**config.mk**
```make
export PLATFORM = sky130hd
export DESIGN_NAME = mem_access_flat
export DESIGN_NICKNAME = d
export VERILOG_FILES = /design/src/hw/mips_op_pkg.sv /design/src/hw/mem_bus_pkg.sv /design/src/hw/mem_if.sv /design/src/hw/mem_access.sv /design/src/flat_wrapper.sv
export VERILOG_INCLUDE_DIRS = /design/src /design/src/include
export SDC_FILE = /design/constraint.sdc
export NUM_CORES = 1
export LEC_CHECK = 0
export ABC_AREA = 1
export BUFFER_PORTS_ARGS = -buffer_cell sky130_fd_sc_hd__buf_2
export CAP_MARGIN = 10
export CORE_AREA = 2 2 92 94
export DETAILED_ROUTE_END_ITERATION = 7
export DIE_AREA = 0 0 94 96
export PLACE_DENSITY_LB_ADDON = 0.2
export SLEW_MARGIN = 20
export SYNTH_ARGS = -nofsm -noshare
export SYNTH_HDL_FRONTEND = slang
export SYNTH_SLANG_ARGS = --single-unit
```
**constraint.sdc**
```tcl
create_clock -name vclk -period 0.8
set_input_delay 0.08 -clock vclk [all_inputs]
set_output_delay 0.08 -clock vclk [all_outputs]
set_load 0.02 [all_outputs]
```
**src/include/wb_params.svh**
```systemverilog
// Widths assume 32-bit words with four byte lanes; the RAM depth must be a power of two.
`ifndef WB_PARAMS_SVH
`define WB_PARAMS_SVH

// Data word width in bits.
`define WB_DATA_W 32

// Byte address width.
`define WB_ADDR_W 32

// Data RAM depth in words.
`define WB_RAM_WORDS 256

// Register-file index width.
`define WB_REG_W 5

`endif

```
**src/hw/mips_op_pkg.sv**
```systemverilog
// Opcode set covers only the memory and writeback slice; LL is treated as a plain LW.
`default_nettype none

package mips_op_pkg;

    typedef enum logic [4:0] {
        ALU_NOP,
        ALU_ADD,
        ALU_MUL,
        ALU_WAIT,
        ALU_LB,
        ALU_LBU,
        ALU_LH,
        ALU_LHU,
        ALU_LW,
        ALU_LL,
        ALU_LWL,
        ALU_LWR,
        ALU_SB,
        ALU_SH,
        ALU_SW
    } alu_op_t;

    function automatic logic is_load(input alu_op_t op);
        return op inside {ALU_LB, ALU_LBU, ALU_LH, ALU_LHU, ALU_LW, ALU_LL, ALU_LWL, ALU_LWR};
    endfunction

    function automatic logic is_store(input alu_op_t op);
        return op inside {ALU_SB, ALU_SH, ALU_SW};
    endfunction

endpackage

`default_nettype wire

```
**src/hw/mem_bus_pkg.sv**
```systemverilog
// Byte lanes are little-endian within a word; the payload structs assume the opcode package.
`default_nettype none

`include "wb_params.svh"

package mem_bus_pkg;

    import mips_op_pkg::*;

    typedef logic [`WB_DATA_W-1:0]   word_t;
    typedef logic [`WB_ADDR_W-1:0]   addr_t;
    typedef logic [`WB_DATA_W/8-1:0] byte_en_t;
    typedef logic [`WB_REG_W-1:0]    reg_idx_t;

    // Operation as it enters the memory stage.
    typedef struct packed {
        alu_op_t  op;
        word_t    alures;
        word_t    mulres;
        addr_t    vaddr;
        word_t    sdata;
        reg_idx_t dest;
    } mem_stage_t;

    // Store data is dropped here.
    typedef struct packed {
        alu_op_t  op;
        word_t    alures;
        word_t    mulres;
        addr_t    vaddr;
        reg_idx_t dest;
    } wb_stage_t;

endpackage

`default_nettype wire

```
**src/hw/mem_if.sv**
```systemverilog
// No handshake: a request is taken at the closing edge and rdata is valid the cycle after.
`timescale 1ns/1ps
`default_nettype none

interface mem_if import mem_bus_pkg::*; ();

    // Word address, not byte address.
    addr_t    addr;
    byte_en_t be;
    logic     we;
    word_t    wdata;
    logic     re;
    word_t    rdata;

    modport requester (
        output addr, be, we, wdata, re,
        input  rdata
    );

    modport memory (
        input  addr, be, we, wdata, re,
        output rdata
    );

endinterface

`default_nettype wire

```
**src/hw/mem_access.sv**
```systemverilog
// Misaligned SH/SW are dropped with no enables and no trap; loads read the whole word.
`timescale 1ns/1ps
`default_nettype none

`include "wb_params.svh"

module mem_access import mips_op_pkg::*, mem_bus_pkg::*; (
    input  logic       valid,
    input  mem_stage_t stage,
    mem_if.requester   bus
);

    logic [1:0] ofs;
    logic       aligned;
    byte_en_t   lanes;

    assign ofs = stage.vaddr[1:0];

    always_comb begin
        lanes     = '0;
        aligned   = 1'b1;
        bus.wdata = stage.sdata;
        case (stage.op)
            ALU_SB: begin
                lanes     = byte_en_t'(4'b0001 << ofs);
                bus.wdata = {4{stage.sdata[7:0]}};
            end
            ALU_SH: begin
                aligned   = !ofs[0];
                lanes     = ofs[1] ? 4'b1100 : 4'b0011;
                bus.wdata = {2{stage.sdata[15:0]}};
            end
            ALU_SW: begin
                aligned = (ofs == 2'b00);
                lanes   = 4'b1111;
            end
            default: begin
                lanes = '0;
            end
        endcase
    end

    // Word index for the RAM.
    assign bus.addr = {2'b00, stage.vaddr[`WB_ADDR_W-1:2]};
    assign bus.be   = aligned ? lanes : '0;
    assign bus.we   = valid && is_store(stage.op) && aligned;
    assign bus.re   = valid && is_load(stage.op);

endmodule

`default_nettype wire

```
**src/flat_wrapper.sv**
```systemverilog
// flat-port wrapper written by rule: the top's interface ports become plain ports
module mem_access_flat import mips_op_pkg::*, mem_bus_pkg::*;
  (valid, stage, bus_addr, bus_be, bus_we, bus_wdata, bus_re, bus_rdata);
  mem_if bus_i ();
  input  logic valid;
  input  mem_stage_t stage;
  output wire logic [$bits(bus_i.addr)-1:0] bus_addr;
  output wire logic [$bits(bus_i.be)-1:0] bus_be;
  output wire logic [$bits(bus_i.we)-1:0] bus_we;
  output wire logic [$bits(bus_i.wdata)-1:0] bus_wdata;
  output wire logic [$bits(bus_i.re)-1:0] bus_re;
  input wire logic [$bits(bus_i.rdata)-1:0] bus_rdata;
  assign bus_addr = bus_i.addr;
  assign bus_be = bus_i.be;
  assign bus_we = bus_i.we;
  assign bus_wdata = bus_i.wdata;
  assign bus_re = bus_i.re;
  assign bus_i.rdata = bus_rdata;
  mem_access u_core (.valid(valid), .stage(stage), .bus(bus_i));
endmodule
```
Word level (Yosys, flattened, before mapping)
Cells that the tools add are included.
Widths: inputs -> output; s select.
{"block": "word_totals", "regBits": 0, "input_bits": 171, "output_inout_bits": 70, "word_cells": 24}
{"block": "classes", "eq_ne": 11, "shift": 1, "mux": 5, "n_reduce_logical": 7}
{"operator": "$pmux 32 s2", "count": 1}
{"operator": "$eq 5x4->1 const B", "count": 7}
{"operator": "$eq 5x3->1 const B", "count": 4}
{"operator": "$pmux 4 s3", "count": 1}
{"operator": "$mux 4", "count": 2}
{"operator": "$reduce_bool 8->1", "count": 1}
{"operator": "$shl 1x2->4 const A", "count": 1}
{"operator": "$logic_and 1x1->1", "count": 3}
{"operator": "$reduce_bool 3->1", "count": 1}
{"operator": "$logic_not 2->1", "count": 1}
{"operator": "$pmux 1 s2", "count": 1}
{"operator": "$logic_not 1->1", "count": 1}

Longest topological paths before layout
Gate-level depths: netlist (run 1).
{"block": "depth", "depth_word": 4, "depth_mapped": 7, "depth_no_buf": 6}

Least setup slack after synthesis (run 1)
Ideal clock, no wire load.
{"block": "synth_path", "path_kind": "input -> output", "start": "in stage[137] (netlist bit)", "end": "out bus_be[1]", "t_arrival_ns": 0.890, "required_time_ns": 0.720, "path_slack_ns": -0.170, "cell_stages": 6, "path_buffers": 1, "path_cell_list": "nor2_4 -> nand3_4 -> buf_6 -> nor2_2 -> nor2_1 -> nor2_1"}
{"block": "synth_via", "elab_chain_cells": 3, "word_cells_on_any_way": 6, "classes_between": "3 x eq/ne; 3 x mux"}
{"item": "start, declared", "line_no": "flat_wrapper.sv:6", "rtl": "input mem_stage_t stage;"}
{"item": "$eq 5x4->1", "line_no": "mem_access.sv:23", "rtl": "case (stage.op)"}
{"item": "$pmux 4 s3 or $pmux 1 s2 (tied branches)", "line_no": "mem_access.sv:23"}
{"item": "$mux 4 (*)", "line_no": "mem_access.sv:45", "rtl": "assign bus.be = aligned ? lanes : '0;"}
{"item": "end, declared", "line_no": "flat_wrapper.sv:8", "rtl": "output wire logic [$bits(bus_i.be)-1:0] bus_be;"}
Every way passes the cells marked *; elsewhere a longest branch is shown, timed or not.

Worst setup path after layout (run 1)
{"block": "layout_path", "start": "in stage[134] (netlist bit)", "end": "out bus_be[3]"}
Same word-level chain as after synthesis.

==> impl_metrics.json, run 1 <==
{
  "initial_core_util_pct": 10.3,
  "clock_buffers": 0,
  "synth_top_cell_area_share_pct": 36.4,
  "grt_antenna_before_repair": 0,
  "maxSlewViolCount": 0,
  "regArea_um2": 0,
  "synth.distinct_cells": 15,
  "crit_path_end_kind": "output port",
  "row_count": 33,
  "netlist_instances": 159,
  "synth-seq-area-share_pct": 0,
  "violations": "setup timing",
  "rsz0062_at_grt": "true",
  "die-area_mm2": 0.00902,
  "drc_errors": 0,
  "hp-class": "primary input to output port",
  "finalCritPeriodShare_pct": 134,
  "cp-start-kind": "primary input",
  "grt_pass1_vias": 1028,
  "post-route-util_pct": 22.1,
  "hold_depth": 0,
  "area_growth_pct": 116,
  "antenna_cells": 0,
  "setup_viol": 30,
  "ys_warn_count": 0,
  "min_period_ns": 1.07,
  "p_leak_nw": 1.02,
  "avgSynthCellArea_um2": 5.19,
  "fin_cells": 324,
  "crit_fanout": 6,
  "totalWireLength_um": 3790,
  "io_pins": 241,
  "status": "complete, but fails checks",
  "power_density_mw_per_mm2": 474,
  "grt_max_degree": 9,
  "min_from": "stage[49]",
  "num_vias": 1122,
  "first_pass_iters": 4,
  "die_y_um": 96,
  "fmax_ghz": 0.932,
  "hold_viol_final": 0,
  "finalNetCount": 392,
  "setup_ws_ns": -0.272,
  "cts_hold_buffers": 0,
  "yosys-top-cells-area": "buf_4, nand2_1, nand3_1, nor2_1, nor2_4",
  "crit_required_ns": 0.72,
  "port_buffers": 78,
  "vias_per_cell": 3.46,
  "synthesis.area_um2": 826,
  "antenna_left": 0,
  "layout-drive-gt1-share_pct": 79.9,
  "ir_drop_mv": 0.137,
  "cap_violations": 0,
  "die_w_um": 94,
  "track_usage_pct": 7.67,
  "wl_per_cell_um": 11.7,
  "dp_hpwl_um": 3240,
  "grt_pass1_wl_um": 5440,
  "core_mm2": 0.00805,
  "overflow": 0,
  "placed_cells": 323,
  "drt_iter0_drc": 8,
  "worstSetupPathType": "primary input to output port",
  "seq_cell_count": 0,
  "holdPathEnd": "bus_addr[10]",
  "yosysTopAreaCell": "buf_4",
  "crit_arrival_ns": 0.99,
  "globalplace.congestion": 0.718,
  "fill_cells": 929
}
[worst max path at each step]
stage	start	end	cells past startpoint
4_1_cts	stage[137]	bus_wdata[26]	8
3_3_place_gp	stage[134]	bus_be[0]	8
2_1_floorplan	stage[134]	bus_be[2]	6
6_report	stage[134]	bus_be[3]	8
5_1_grt	stage[134]	bus_be[2]	8
3_5_place_dp	stage[134]	bus_be[0]	8
[layout make-up]
class | count | area [µm²] | share of cell area, %
inverter | 8 | 37.5 | 2.11
tap | 105 | 131 | 7.37
timing repair buffer | 101 | 815 | 45.7
multi-input combinational | 110 | 800 | 44.8
[layout by cell type (no fill, tap or decap)]
master	Yosys	final
conb_1	1	2
buf_12	0	3
nor2_4	3	7
buf_8	0	2
buf_4	40	20
nand2_4	1	22
nand2_2	0	22
nand3_1	12	4
nand3_4	1	2
nor4_2	0	1
nor2_1	15	3
inv_4	0	3
nor2_2	1	9
nand2_1	73	30
nand3_2	1	8
buf_2	1	45
inv_1	7	5
buf_6	1	31
[per-stage QoR]
step	setup TNS [ns]	instance area [µm²]	setup slack [ns]	hold WS (ns)	power, mW
floorplan	-0.648	951	-0.0955	0.212	0.597
global placement	-8.71	1350	-0.360	0.160	0.663
detailed placement	-9.07	1350	-0.359	0.160	0.660
CTS	-7.40	1620	-0.304	0.160	0.799
global route	-8.48	1780	-0.341	0.160	0.911
finish	-6.53	1780	-0.272	0.160	0.845
[cells in the mapped netlist, drive strengths merged]
library cell,count
nor2,19
nor4,1
conb,1
buf,42
nand2,74
inv,8
nand3,14
[critical path, cell delays in order]
cell	delay [ns]
buf_6	0.10
nor2_4	0.17
nand3_4	0.12
buf_8	0.17
nor2_4	0.07
nor2_1	0.05
nor2_2	0.11
buf_6	0.12
[metal layers]
metal	global-route usage [%]	routed length, µm
met3	2.19	370
met2	13.8	1960
met4	2.05	122
met1	8.94	1340
met5	0	0
[report_power, final]
part	internal [mW]	switching, mW	total [mW]
registers	0	0	0
clock network	0	0	0
logic	0.396	0.449	0.845
total	0.396	0.449	0.845
[kinds of logic after synthesis]
| family | share of synthesized area (%) |
|---|---|
| buf+inv | 42.0 |
| simple gates | 57.6 |
| other cells | 0.454 |
[what timing repair did]
item                                    CTS  global route
endpoints found under the setup margin   30            30
buffers inserted                          0             1
pin swaps                                11            21
gates resized for setup                  83            43
endpoints found under the hold margin     0             0
Power figures use the tool's default switching activity.
==> run 2, diff against run 1 <==
CORE_AREA = 2 2 93 95   (was 2 2 92 94)
DIE_AREA = 0 0 95 97   (was 0 0 94 96)
clock period = 1.35 ns   (was 0.8 ns; I/O delays follow)
==> run 2 against run 1 <==
Net effect: the run now ends clean; critical path depth unchanged; worst setup slack gained 0.37 ns; first-iteration DRC count increased by 25%; final cell count decreased by 5.2%; global-route usage down 1.6 points; cell area is 36% lower; power down 59%; non-clock buffer count shrank 17; critical path type unchanged; count of clock-buffer cells in the layout is the same; sequential share of layout area unchanged.
==> impl_metrics.json, run 2 (synthesis gave the netlist of run 1 again) <==
{
  "crit_arrival_ns": 1.12,
  "placed_area_mm2": 0.00109,
  "cp-start-kind": "primary input",
  "antenna_left": 0,
  "grt_antenna_before_repair": 2,
  "setup_ws_ns": 0.0996,
  "core_mm2": 0.00813,
  "postCtsSetupBuffers": 0,
  "p_leak_nw": 0.689,
  "seq_cell_count": 0,
  "track_usage_pct": 6.06,
  "die_y_um": 97,
  "initial_core_util_pct": 10.2,
  "antenna_cells": 0,
  "crit_required_ns": 1.22,
  "final_common_cell": "nand2_1",
  "totalWireLength_um": 3130,
  "crit_fanout": 8,
  "hp-class": "primary input to output port",
  "min_period_ns": 1.25,
  "regArea_um2": 0,
  "hold_viol_final": 0,
  "die-area_mm2": 0.00922,
  "power_density_mw_per_mm2": 302,
  "crit_path_end": "bus_wdata[14]",
  "crit_start": "stage[137]",
  "maxSlewViolCount": 0,
  "dp_hpwl_um": 2630,
  "drc_errors": 0,
  "fmax_ghz": 0.800,
  "finalNetCount": 375,
  "grt_pass1_vias": 909,
  "die_w_um": 95,
  "area_growth_pct": 39.2,
  "fin_cells": 307,
  "first_pass_iters": 4,
  "setup_viol": 0,
  "hold_ws_ns": 0.270,
  "ir_drop_mv": 0.0715,
  "finalCritPeriodShare_pct": 92.6,
  "overflow": 0,
  "io_pins": 241,
  "port_buffers": 78,
  "globalplace.congestion": 0.709,
  "row_count": 33,
  "wl_per_cell_um": 10.2,
  "dp_slack_ns": 0.0155,
  "vias_per_cell": 3.35,
  "placed_cells": 307,
  "cap_violations": 0,
  "grt_pass1_wl_um": 4460,
  "stdcell_area_mm2": 0.00115,
  "num_vias": 1027,
  "layout-drive-gt1-share_pct": 49.5,
  "mostFrequentLayoutCells": "nand2_1, buf_2, nor2_1",
  "worstSetupPathType": "primary input to output port",
  "clock_buffers": 0,
  "status": "complete, no violations",
  "crit_path_end_kind": "output port",
  "grt_max_degree": 15,
  "rsz0062_at_grt": "true",
  "drt_iter0_drc": 10
}
## run 2: cell count changes in the layout (fill, tap and decap cells not counted), sizes merged
cell	previous run	this run
buf	101	84
clkinvlp	0	1
inv	8	7
## run 2: repair_timing
action / in CTS / in global routing
hold buffers: 0 / 0
endpoints found under the setup margin: 0 / 19
gates resized for setup: 0 / 19
endpoints found under the hold margin: 0 / 0
## run 2: power by group
group	internal, mW	leakage, nW	switching, mW
Clock	0	0	0
Combinational	0.140	0.689	0.207
Sequential	0	0	0
Total	0.140	0.689	0.207
## run 2: per-stage QoR
stage / power, mW / utilization (%) / TNS [ns]
final: 0.347 / 14.1 / 0
after global routing: 0.381 / 14.1 / -0.0344
after CTS: 0.333 / 13.4 / 0
after detailed placement: 0.332 / 13.4 / 0
after global placement: 0.333 / 13.4 / 0
after floorplan: 0.326 / - / 0
## run 2: metal layers
layer  vias to the layer above  part of all wire [%]  global-route usage [%]
li1                        529                     -                       -
met1                       423                    39                    7.20
met2                        61                    43                    10.3
met3                        10                    15                    2.49
met4                         4                   1.4                   0.892
met5                         -                  0.83                       0
## run 2: area by class of cell
cell class | instances | area, µm²
well taps | 105 | 131
repair buffers | 84 | 479
fillers | 977 | 6980
inverters | 8 | 33.8
multi-input cells | 110 | 505
## run 2: worst max-delay path, cell delays in order
cell	delay, ns
buf_2	0.13
nor2_4	0.18
nand3_4	0.15
inv_2	0.10
buf_12	0.12
nand2_1	0.07
nand2_1	0.07
buf_2	0.16
## run 2: worst min-delay path by stage
| stage | startpoint | to | slack (ns) | depth (start not counted) |
|---|---|---|---|---|
| final | stage[56] | bus_addr[17] | 0.27 | 0 |
| after global routing | stage[39] | bus_addr[0] | 0.27 | 0 |
| after CTS | stage[51] | bus_addr[12] | 0.27 | 0 |
| after detailed placement | stage[51] | bus_addr[12] | 0.27 | 0 |
| after global placement | stage[51] | bus_addr[12] | 0.27 | 0 |
| after floorplan | stage[137] | bus_re | 0.36 | 1 |
