`config.mk`:
```
export PLATFORM = sky130hd
export DESIGN_NAME = load_align
export DESIGN_NICKNAME = d
export VERILOG_FILES = /design/src/hw/mips_op_pkg.sv /design/src/hw/mem_bus_pkg.sv /design/src/hw/load_align.sv
export VERILOG_INCLUDE_DIRS = /design/src /design/src/include
export SDC_FILE = /design/constraint.sdc
export NUM_CORES = 1
export LEC_CHECK = 0
export ABC_AREA = 1
export BUFFER_PORTS_ARGS = -buffer_cell sky130_fd_sc_hd__buf_2
export CAP_MARGIN = 0
export CORE_UTILIZATION = 44
export DETAILED_ROUTE_END_ITERATION = 7
export PLACE_DENSITY_LB_ADDON = 0.12
export SETUP_SLACK_MARGIN = 0.05
export SLEW_MARGIN = 10
export SYNTH_ARGS = -nofsm -noshare
export SYNTH_HDL_FRONTEND = slang
export SYNTH_SLANG_ARGS = --single-unit
```
`constraint.sdc`:
```
create_clock -name vclk -period 1.6
set_clock_uncertainty 0.15 [all_clocks]
set_input_delay 0.16 -clock vclk [all_inputs]
set_output_delay 0.16 -clock vclk [all_outputs]
set_load 0.01 [all_outputs]
```
`src/include/wb_params.svh`:
```
// Widths assume 32-bit words with four byte lanes; the RAM depth must be a power of two.
`ifndef WB_PARAMS_SVH
`define WB_PARAMS_SVH

// Data word width in bits.
`define WB_DATA_W 32

// Byte address width.
`define WB_ADDR_W 32

// Data RAM depth in words.
`define WB_RAM_WORDS 256

// Register-file index width.
`define WB_REG_W 5

`endif

```
`src/hw/mips_op_pkg.sv`:
```
// Opcode set covers only the memory and writeback slice; LL is treated as a plain LW.
`default_nettype none

package mips_op_pkg;

    typedef enum logic [4:0] {
        ALU_NOP,
        ALU_ADD,
        ALU_MUL,
        ALU_WAIT,
        ALU_LB,
        ALU_LBU,
        ALU_LH,
        ALU_LHU,
        ALU_LW,
        ALU_LL,
        ALU_LWL,
        ALU_LWR,
        ALU_SB,
        ALU_SH,
        ALU_SW
    } alu_op_t;

    function automatic logic is_load(input alu_op_t op);
        return op inside {ALU_LB, ALU_LBU, ALU_LH, ALU_LHU, ALU_LW, ALU_LL, ALU_LWL, ALU_LWR};
    endfunction

    function automatic logic is_store(input alu_op_t op);
        return op inside {ALU_SB, ALU_SH, ALU_SW};
    endfunction

endpackage

`default_nettype wire

```
`src/hw/mem_bus_pkg.sv`:
```
// Byte lanes are little-endian within a word; the payload structs assume the opcode package.
`default_nettype none

`include "wb_params.svh"

package mem_bus_pkg;

    import mips_op_pkg::*;

    typedef logic [`WB_DATA_W-1:0]   word_t;
    typedef logic [`WB_ADDR_W-1:0]   addr_t;
    typedef logic [`WB_DATA_W/8-1:0] byte_en_t;
    typedef logic [`WB_REG_W-1:0]    reg_idx_t;

    // Operation as it enters the memory stage.
    typedef struct packed {
        alu_op_t  op;
        word_t    alures;
        word_t    mulres;
        addr_t    vaddr;
        word_t    sdata;
        reg_idx_t dest;
    } mem_stage_t;

    // Store data is dropped here.
    typedef struct packed {
        alu_op_t  op;
        word_t    alures;
        word_t    mulres;
        addr_t    vaddr;
        reg_idx_t dest;
    } wb_stage_t;

endpackage

`default_nettype wire

```
`src/hw/load_align.sv`:
```
// Misaligned LH/LHU return zero; LWL/LWR zero-fill and do not merge with the old register.
`timescale 1ns/1ps
`default_nettype none

module load_align import mips_op_pkg::*, mem_bus_pkg::*; (
    input  logic    valid,
    input  alu_op_t op,
    input  word_t   alures,
    input  word_t   mulres,
    input  addr_t   vaddr,
    input  word_t   rdata,
    output word_t   wrdata,
    output logic    we,
    output logic    stallreq
);

    logic [1:0] ofs;

    assign ofs = vaddr[1:0];

    assign we       = valid && (is_load(op) || op == ALU_ADD || op == ALU_MUL);
    assign stallreq = valid && (op == ALU_WAIT);

    always_comb begin
        case (op)
            ALU_LB: begin
                case (ofs)
                    2'b00: wrdata = {{24{rdata[7]}}, rdata[7:0]};
                    2'b01: wrdata = {{24{rdata[15]}}, rdata[15:8]};
                    2'b10: wrdata = {{24{rdata[23]}}, rdata[23:16]};
                    2'b11: wrdata = {{24{rdata[31]}}, rdata[31:24]};
                endcase
            end
            ALU_LBU: begin
                case (ofs)
                    2'b00: wrdata = {24'b0, rdata[7:0]};
                    2'b01: wrdata = {24'b0, rdata[15:8]};
                    2'b10: wrdata = {24'b0, rdata[23:16]};
                    2'b11: wrdata = {24'b0, rdata[31:24]};
                endcase
            end
            ALU_LH: begin
                case (ofs)
                    2'b00:   wrdata = {{16{rdata[15]}}, rdata[15:0]};
                    2'b10:   wrdata = {{16{rdata[31]}}, rdata[31:16]};
                    default: wrdata = '0;
                endcase
            end
            ALU_LHU: begin
                case (ofs)
                    2'b00:   wrdata = {16'b0, rdata[15:0]};
                    2'b10:   wrdata = {16'b0, rdata[31:16]};
                    default: wrdata = '0;
                endcase
            end
            ALU_LW, ALU_LL: begin
                wrdata = rdata;
            end
            // Left part: read word moves up.
            ALU_LWL: begin
                case (ofs)
                    2'b00: wrdata = {rdata[7:0], 24'b0};
                    2'b01: wrdata = {rdata[15:0], 16'b0};
                    2'b10: wrdata = {rdata[23:0], 8'b0};
                    2'b11: wrdata = rdata;
                endcase
            end
            // Right part: read word moves down.
            ALU_LWR: begin
                case (ofs)
                    2'b00: wrdata = rdata;
                    2'b01: wrdata = {8'b0, rdata[31:8]};
                    2'b10: wrdata = {16'b0, rdata[31:16]};
                    2'b11: wrdata = {24'b0, rdata[31:24]};
                endcase
            end
            ALU_MUL: wrdata = mulres;
            default: wrdata = alures;
        endcase
    end

endmodule

`default_nettype wire

```
# Yosys cells after proc, flatten, opt, wreduce, memory -nomap -nowiden
# Index checks and enable logic that the tools add are counted.
dict set report totals {
  ff_bits 0
  latch_bits 0
  ramBits 0
  rom_bits 0
  out_inout_bits 34
  word_cells 28
  mem_count 0
}
dict set report classes {
  add_sub_neg 0
  multipliers 0
  div 0
  magnitude_cmp 0
  n_eq_ne 14
  shifts 0
  n_mux 7
  bitwise_logic 0
  reduce_logical 7
}
# op count
set ops {}
lappend ops {{case mux 32 bit (4 select lines)} 4}
lappend ops {{case mux 32 bit (8 select lines)} 1}
lappend ops {{case mux 32 bit (2 select lines)} 1}
lappend ops {{case mux 16 bit (2 select lines)} 1}
lappend ops {{== test 5 x 3 -> 1 bit, second input constant} 4}
lappend ops {{== test 5 x 4 -> 1 bit, second input constant} 4}
lappend ops {{== test 5 x 2 -> 1 bit, second input constant} 2}
lappend ops {{nonzero test 8 bit} 1}
lappend ops {{== test 5 x 1 -> 1 bit, second input constant} 1}
lappend ops {{== test 2 bit, second input constant} 2}
lappend ops {{== test 2 x 1 -> 1 bit, second input constant} 1}
lappend ops {{logical AND 1 bit} 2}
lappend ops {{logical NOT 2 bit} 1}
lappend ops {{logical OR 1 bit} 2}
lappend ops {{OR reduction 2 bit} 1}

# Depth between registers and ports, before layout
# Gate-level depths: netlist of run 1.
dict set report logic_depth {
  ltp_word 5
  depth_mapped 11
  mapped_depth_nobuf 9
}

# Worst setup path before layout of run 1
# Ideal clock, no wire load.
dict set report synth_timing {
  kind {input -> output}
  from {in vaddr[0]}
  to {out wrdata[20]}
  arrival_ns 1.097
  t_required_ns 1.290
  slack_ns 0.193
  path_stages 8
  n_path_buf 2
  cell_sequence {buf_4 -> nand3_1 -> nand2_2 -> nor2_8 -> nor2_8 -> nor2_8 -> buf_6 -> nand3_2}
}
dict set report synth_between {
  elab_chain_cells 3
  elab_cells_between_ends 9
}
# element line
set synth_lines {}
lappend synth_lines {{start, declared} load_align.sv:10} ;# input addr_t vaddr,
lappend synth_lines {{== test 2 bit, or another cell as far along} {load_align.sv:27, load_align.sv:61, load_align.sv:70}}
lappend synth_lines {{case mux 32 bit (4 select lines), or another cell as far along} load_align.sv:70} ;# case (ofs)
lappend synth_lines {{case mux 32 bit (8 select lines) (*)} load_align.sv:25} ;# case (op)
lappend synth_lines {{end, declared} load_align.sv:12} ;# output word_t wrdata,
# Mark *: on every way between the ends. The rest lies on a longest branch, timed or not.

# Final worst setup path of run 1
dict set report layout_timing {
  from {in op[4]}
  to {out wrdata[23]}
}
dict set report layout_between {
  elab_chain_cells 3
  elab_cells_between_ends 11
}
# element line
set layout_lines {}
lappend layout_lines {{start, declared} load_align.sv:7} ;# input alu_op_t op,
lappend layout_lines {{== test 5 x 4 -> 1 bit} load_align.sv:25}
lappend layout_lines {{OR reduction 2 bit} load_align.sv:25}
lappend layout_lines {{case mux 32 bit (8 select lines) (*)} load_align.sv:25}
# Marked as above.

==> results of run 1 <==
-- cell usage after synthesis, drive strengths merged --
cell type / count / area, sq um
a21oi: 21 / 105
buf: 22 / 144
clkbuf: 2 / 7.51
inv: 37 / 141
nand2: 255 / 975
nand3: 68 / 405
nand3b: 1 / 7.51
nand4: 5 / 46.3
nor2: 68 / 337
o21ai: 49 / 245
o22ai: 6 / 37.5
o31ai: 1 / 7.51
-- path summary, 6_finish.rpt --
| kind | from | endpoint | cells after the start | slack, ns |
|---|---|---|---|---|
| worst max-delay path | op[4] | wrdata[23] | 12 | -0.09 |
| worst min-delay path | alures[28] | wrdata[28] | 4 | 0.46 |
-- area by class of cell --
class	instances	share of cell area [%]
multi-input combinational	474	56.8
tap	70	2.07
timing repair buffer	210	36.8
inverter	37	4.31
-- what timing repair did --
item	in CTS	in global routing
cloned	1	3
endpoints found under the setup margin	32	32
setup buffers	9	6
gates resized for setup	69	72
pin swaps	8	21
-- layer usage --
layer	wire (microns)	global-route usage, %	vias to the layer above	part of all wire (%)
met5	0	0	-	0
met4	811	16.7	0	6.3
met3	1260	1.90	83	9.8
met2	6280	71.2	353	49
met1	4470	42.5	2020	35
li1	-	-	2100	-
-- cell families (layout without fill, tap and decap cells) --
kind of cell	Yosys count	in the layout	synth area share, %
simple gates	397	397	72.0
buf+inv	61	247	11.9
compound gates	77	77	16.1
-- critical path, cell delays in order --
cell and delay [ns]:
buf_2 0.17, inv_2 0.08, nand2_4 0.09, nor2_4 0.05, nand2_2 0.10, inv_2 0.06, buf_12 0.15, nand2_1 0.07
nand2_1 0.06, nor2_2 0.17, nand3_2 0.07, buf_2 0.14
-- through the flow --
step                      cell area, sq um  power (mW)
after floorplan                       2460       0.429
after global placement                3580       0.854
after detailed placement              3580       0.866
after CTS                             3900       0.936
after global routing                  4240        1.14
final                                 4240        1.06
-- power by group through the flow --
stage / clock (mW) / combinational (mW) / sequential, mW
after global routing: 0 / 1.14 / 0
after floorplan: 0 / 0.429 / 0
final: 0 / 1.06 / 0
after global placement: 0 / 0.854 / 0
after CTS: 0 / 0.936 / 0
after detailed placement: 0 / 0.866 / 0
==> out/qor.yml, run 1 <==
synthesis:
  yosysWarnings: 0
  synthesis.nets: 669
  avgSynthCellArea_sq_um: 4.60
  seq_area_frac_synth_pct: 0
  synth_cells: 535
  syn_area_sq_um: 2460
  synthDistinctLibCells: 24
min_path:
  min_path_type: "in2out"
grt:
  grt_max_degree: 20
  grt_pass1_wl_mm: 18.1
  grt-ovfl-total: 0
  grt_antenna_before_repair: 0
  first_global_vias: 4029
  gr-usage-all-layers_pct: 37.5
sta:
  rsz0062_at_grt: "true"
  max_freq_mhz: 591
  hold_viol_final: 0
  maxSlewHeadroom_pct: 82.9
  whs_ns: 0.458
  drv_slew: 0
  setup_viol: 31
  worst_pin_slew_ns: 0.255
  fin_setup_tns_ns: -1.15
  finalCriticalPeriod_ns: 1.69
  min_period_over_period_pct: 106
  setup_ws_ns: -0.0931
outcome:
  violations: "setup timing"
  status: "complete, but fails checks"
layout:
  nClkBuffers: 0
  nets: 857
  drive_gt1_share_pct: 42.2
  diodes: 0
  layoutNonFillerInstCount: 791
  syn2layout_area_growth_pct: 72.5
  seq_area_sq_um: 0
  nFillCells: 397
  numSequentialCells: 0
  fin_util_pct: 81.0
  layout_commonest_cell: "nand2_1"
  mostFrequentLayoutCells: "nand2_1 (236), buf_2 (126), nand3_1 (53)"
  multiInputGateArea_sq_um: 2410
critical_path:
  crit_arrival_ns: 1.38
  worst_ep_required_time_ns: 1.29
  end_kind: "output pin"
  worst-path-max-fanout: 19
  crit_type: "in2out"
  cp-start-kind: "input port"
place:
  dp_hpwl_mm: 8.57
  gp_congestion: 0.917
  dp_slack_ns: -0.190
  place_inst: 772
  numPortBuffers: 138
routing:
  viasPerCell: 5.76
  vias: 4556
  wirelength_mm: 12.8
  ant_nets: 0
  drc: 0
  detail_route.iter0.violations: 468
  avgRoutedWirePerCell_microns: 16.2
  firstDrtPassIters: 8
power:
  p_int_uw: 470
  p_switching_uw: 588
  p_comb_share_pct: 100.0
  p_per_area_nw_per_um2: 250
  vdd_ir_drop_max_v: 0.000209
  clock_power_share_pct: 0
  p_leak_nw: 2.34
  p_seq_share_pct: 0
  swShare_pct: 55.6
die:
  fp.dieArea_sq_um: 5890
  start_util_pct: 46.9
  core_area_sq_um: 5240
  rows: 26
  die_h_microns: 76.8
  io_pins: 168
  die_w_microns: 76.8
clocking:
  cts_hold_buf: 0
run:
  maxCapViolations: 0
Power figures use the tool's default switching activity.
==> run 2, diff against run 1 <==
--- a/config.mk
+++ b/config.mk
@@ -8,7 +8,7 @@
 export LEC_CHECK = 0
 export ABC_AREA = 1
-export BUFFER_PORTS_ARGS = -buffer_cell sky130_fd_sc_hd__buf_2
+export BUFFER_PORTS_ARGS = -buffer_cell sky130_fd_sc_hd__buf_4
 export CAP_MARGIN = 0
-export CORE_UTILIZATION = 44
+export CORE_UTILIZATION = 25
 export DETAILED_ROUTE_END_ITERATION = 7
 export PLACE_DENSITY_LB_ADDON = 0.12
==> constraint.sdc (replaced) <==
create_clock -name vclk -period 1.6
set_clock_uncertainty 0.15 [all_clocks]
set_input_delay 0.24 -clock vclk [all_inputs]
set_output_delay 0.24 -clock vclk [all_outputs]
set_load 0.01 [all_outputs]
==> run 2 against run 1 <==
Sequential cell count is the same. Count of clock-buffer cells in the layout is the same. The run still ends with setup timing left. Highest routed layer unchanged. Setup slack lost 0.073 ns. Sequential share of layout area is the same. Non-clock buffer count shrank 3.
==> out/qor.yml, run 2 (same netlist as run 1, synthesis figures left out) <==
routing:
  firstDrtPassIters: 4
  wirelength_mm: 12.4
  detail_route.iter0.violations: 93
  drc: 0
  viasPerCell: 4.89
  avgRoutedWirePerCell_microns: 14.7
  vias: 4139
  ant_nets: 0
die:
  die_w_microns: 101
  die_h_microns: 101
  rows: 35
  core_area_sq_um: 9370
  start_util_pct: 26.2
  io_pins: 168
  fp.dieArea_sq_um: 10200
critical_path:
  crit_top_cell: "buf_6"
  worst-path-max-fanout: 6
  critical-path-max-stage-delay_ns: 0.16
  crit_buf_inv: 6
  path_cells: "buf_8 > inv_4 > nor2_4 > buf_6 > nand2_4 > buf_12 > clkbuf_16 > o22ai_4 > nor2_1 > nand3_1 > buf_6"
  crit_family: "buffers and inverters"
  cp-start-kind: "input port"
  crit_type: "in2out"
  crit_slowest_cell: "clkbuf_16"
  end_kind: "output pin"
  worst_ep_required_time_ns: 1.21
  crit_arrival_ns: 1.38
sta:
  max_freq_mhz: 566
  min_period_over_period_pct: 110
  whs_ns: 0.616
  hold_viol_final: 0
  rsz0062_at_grt: "true"
  drv_slew: 0
  setup_viol: 32
  setup_ws_ns: -0.166
  maxSlewHeadroom_pct: 81.0
  finalCriticalPeriod_ns: 1.77
  worst_pin_slew_ns: 0.285
grt:
  first_global_vias: 3980
  gr-usage-all-layers_pct: 23.5
  grt_pass1_wl_mm: 19.1
  grt_max_degree: 19
  grt_antenna_before_repair: 0
  grt-ovfl-total: 0
layout:
  mostFrequentLayoutCells: "nand2_1 (237), buf_4 (164), nand3_1 (55)"
  numSequentialCells: 0
  design_area_sq_um: 4610
  layout_commonest_cell: "nand2_1"
  syn2layout_area_growth_pct: 87.4
  diodes: 0
  nets: 854
  seq_area_sq_um: 0
  nClkBuffers: 0
  drive_gt1_share_pct: 40.7
  nFillCells: 1060
place:
  gp_congestion: 0.847
  postPlaceCellArea_sq_um: 4030
  numPortBuffers: 138
  dp_hpwl_mm: 9.75
clocking:
  cts_hold_buf: 0
outcome:
  violations: "setup timing"
  status: "complete, but fails checks"
min_path:
  min_path_type: "in2out"
power:
  p_leak_nw: 2.44
  p_per_area_nw_per_um2: 245
  vdd_ir_drop_max_v: 0.000152
run:
  maxCapViolations: 0
-- run 2: cell types whose count changed in the layout (fill, tap and decap cells not counted), moves of 3 or more --
| cell | change |
|---|---|
| buf_2 | -126 |
| o21ai_0 | +7 |
| nor2_1 | +4 |
| buf_6 | +6 |
| o21ai_2 | -5 |
| buf_4 | +118 |
| inv_4 | +3 |
| o22ai_4 | +4 |
| o22ai_2 | -3 |
-- run 2: path summary, 6_finish.rpt --
check / end / start / depth (start not counted)
worst max-delay path: wrdata[0] / op[3] / 11
worst min-delay path: we / op[4] / 3
-- run 2: power breakdown --
part           switching [mW]  total, mW  leakage (nW)  internal [mW]
combinational           0.561       1.13          2.44          0.570
clock                       0          0             0              0
sequential                  0          0             0              0
-- run 2: per-layer routing --
metal	vias to the layer above	global-route usage, %	part of all wire (%)
li1	2092	-	-
met3	14	0.828	4.0
met2	120	45.2	51
met5	-	0	0
met1	1913	28.6	43
met4	0	5.46	1.7
-- run 2: cell type report --
class | count | area (sq um) | share of cell area (%)
inverter | 37 | 171 | 3.72
tap | 129 | 161 | 3.50
multi-input combinational | 474 | 2400 | 52.0
timing repair buffer | 207 | 1880 | 40.7
-- run 2: repair_timing --
| item | in CTS | in global routing |
|---|---|---|
| gates resized for setup | 84 | 47 |
| buffers inserted | 5 | 4 |
| gates cloned | 2 | 2 |
| hold endpoints to repair | 0 | 0 |
| pin swaps | 21 | 16 |
| setup endpoints to repair | 33 | 33 |
-- run 2: per-stage QoR --
| step | setup TNS [ns] | util [%] | std cells | power, mW | setup WS [ns] |
|---|---|---|---|---|---|
| after floorplan | 0 | - | 535 | 0.430 | 0.0636 |
| after global placement | -6.14 | 43.0 | 834 | 0.992 | -0.214 |
| after detailed placement | -6.59 | 43.0 | 834 | 0.995 | -0.236 |
| after CTS | -3.74 | 46.5 | 841 | 1.08 | -0.148 |
| after global routing | -6.42 | 49.2 | 847 | 1.23 | -0.239 |
| final | -3.99 | 49.2 | 847 | 1.13 | -0.166 |
==> run 3, diff against run 2 <==
Settings changed: CELL_PAD_IN_SITES_DETAIL_PLACEMENT from default to 1, CELL_PAD_IN_SITES_GLOBAL_PLACEMENT from default to 1.
==> run 3 against run 2 <==
The run still ends with setup timing left. Sequential share of layout area stayed put. Final cell count rose by 2.0%. Wire length up 30%. Sequential cell count stayed put. Critical path depth grew 2. Via count is 7.4% higher. Global-route usage up 6.4 points. Power rose by 22%. Non-clock buffer count increased by 17. Die area stayed put. Final area grew 17%. Highest routed layer unchanged.
==> out/qor.yml, run 3 (same netlist as run 1, synthesis figures left out) <==
layout:
  syn2layout_area_growth_pct: 119
  numSequentialCells: 0
  design_area_sq_um: 5370
  layout_commonest_cell: "nand2_1"
  layoutNonFillerInstCount: 864
  mostFrequentLayoutCells: "nand2_1 (199), buf_4 (161), nor2_1 (38), nand3_1 (38), nand2_2 (37)"
  multiInputGateArea_sq_um: 2790
  diodes: 0
  fin_util_pct: 57.3
  seq_area_sq_um: 0
  drive_gt1_share_pct: 54.1
  nClkBuffers: 0
  nFillCells: 1279
  nets: 871
critical_path:
  end_kind: "output pin"
  worst_ep_required_time_ns: 1.21
  worst-path-max-fanout: 8
  crit_type: "in2out"
  cp-start-kind: "input port"
  crit_arrival_ns: 1.46
routing:
  drc: 0
  ant_nets: 0
  viasPerCell: 5.14
  firstDrtPassIters: 4
  avgRoutedWirePerCell_microns: 18.7
  detail_route.iter0.violations: 189
  vias: 4445
  wirelength_mm: 16.1
sta:
  setup_viol: 32
  worst_pin_slew_ns: 0.333
  finalCriticalPeriod_ns: 1.85
  hold_viol_final: 0
  fin_setup_tns_ns: -5.59
  rsz0062_at_grt: "true"
  max_freq_mhz: 539
  whs_ns: 0.618
  drv_slew: 0
  maxSlewHeadroom_pct: 77.8
  setup_ws_ns: -0.254
  min_period_over_period_pct: 116
grt:
  first_global_vias: 4671
  grt_max_degree: 19
  gr-usage-all-layers_pct: 29.9
  grt_antenna_before_repair: 0
  grt_pass1_wl_mm: 23.8
  grt-ovfl-total: 0
die:
  start_util_pct: 26.2
  io_pins: 168
  fp.dieArea_sq_um: 10200
  die_w_microns: 101
  core_area_sq_um: 9370
  rows: 35
  die_h_microns: 101
outcome:
  violations: "setup timing"
  status: "complete, but fails checks"
power:
  p_leak_nw: 2.73
  p_per_area_nw_per_um2: 258
  vdd_ir_drop_max_v: 0.000145
  p_total_mw: 1.38
place:
  numPortBuffers: 138
  postPlaceCellArea_sq_um: 4180
  dp_slack_ns: -0.341
  gp_congestion: 0.945
  dp_hpwl_mm: 11.5
  place_inst: 842
min_path:
  worstHoldPathCells: 4
  min_from: "alures[20]"
  holdPathEnd: "wrdata[20]"
  min_path_type: "in2out"
run:
  maxCapViolations: 0
clocking:
  cts_hold_buf: 0
==> run 3: worst max-delay path, cell delays in order <==
cell	delay (ns)
buf_12	0.13
nor2_4	0.14
buf_6	0.14
buf_12	0.16
nand2_4	0.06
nand2_4	0.07
nand2_2	0.07
o21ai_2	0.07
inv_1	0.07
nand2_2	0.07
nor2_2	0.03
nor2_1	0.08
buf_4	0.12
==> run 3: how the worst max path moves through the flow <==
| stage | from | endpoint | slack, ns | cells past startpoint |
|---|---|---|---|---|
| after global placement | vaddr[1] | wrdata[7] | -0.25 | 10 |
| after CTS | vaddr[0] | wrdata[30] | -0.19 | 10 |
| after global routing | vaddr[1] | wrdata[1] | -0.30 | 13 |
| final | vaddr[1] | wrdata[1] | -0.25 | 13 |
| after floorplan | op[2] | wrdata[5] | 0.06 | 8 |
| after detailed placement | vaddr[1] | wrdata[24] | -0.34 | 11 |
==> run 3: cell type report <==
cell class	count	area share (%)
multi-input combinational	474	52.0
inverter	37	3.70
tap	129	3.00
timing repair buffer	224	41.3
==> run 3: what timing repair did <==
| action | 4_1_cts | 5_1_grt |
|---|---|---|
| gates cloned | 4 | 2 |
| endpoints found under the hold margin | 0 | 0 |
| setup endpoints to repair | 33 | 33 |
| buffers inserted | 11 | 5 |
| pin swaps | 64 | 55 |
| resized for setup | 172 | 103 |
==> run 3: report_power, final <==
group          internal, mW  switching (mW)
combinational         0.684           0.700
sequential                0               0
clock                     0               0
==> run 3: metal layers <==
metal  track usage (%)  part of all wire, %  vias up  wire [microns]
li1                  -                    -     2131               -
met1              35.6                   40     2122            6460
met2              56.9                   53      153            8510
met3              2.07                  4.4       39             715
met4              8.58                  2.8        0             456
met5                 0                    0        -               0
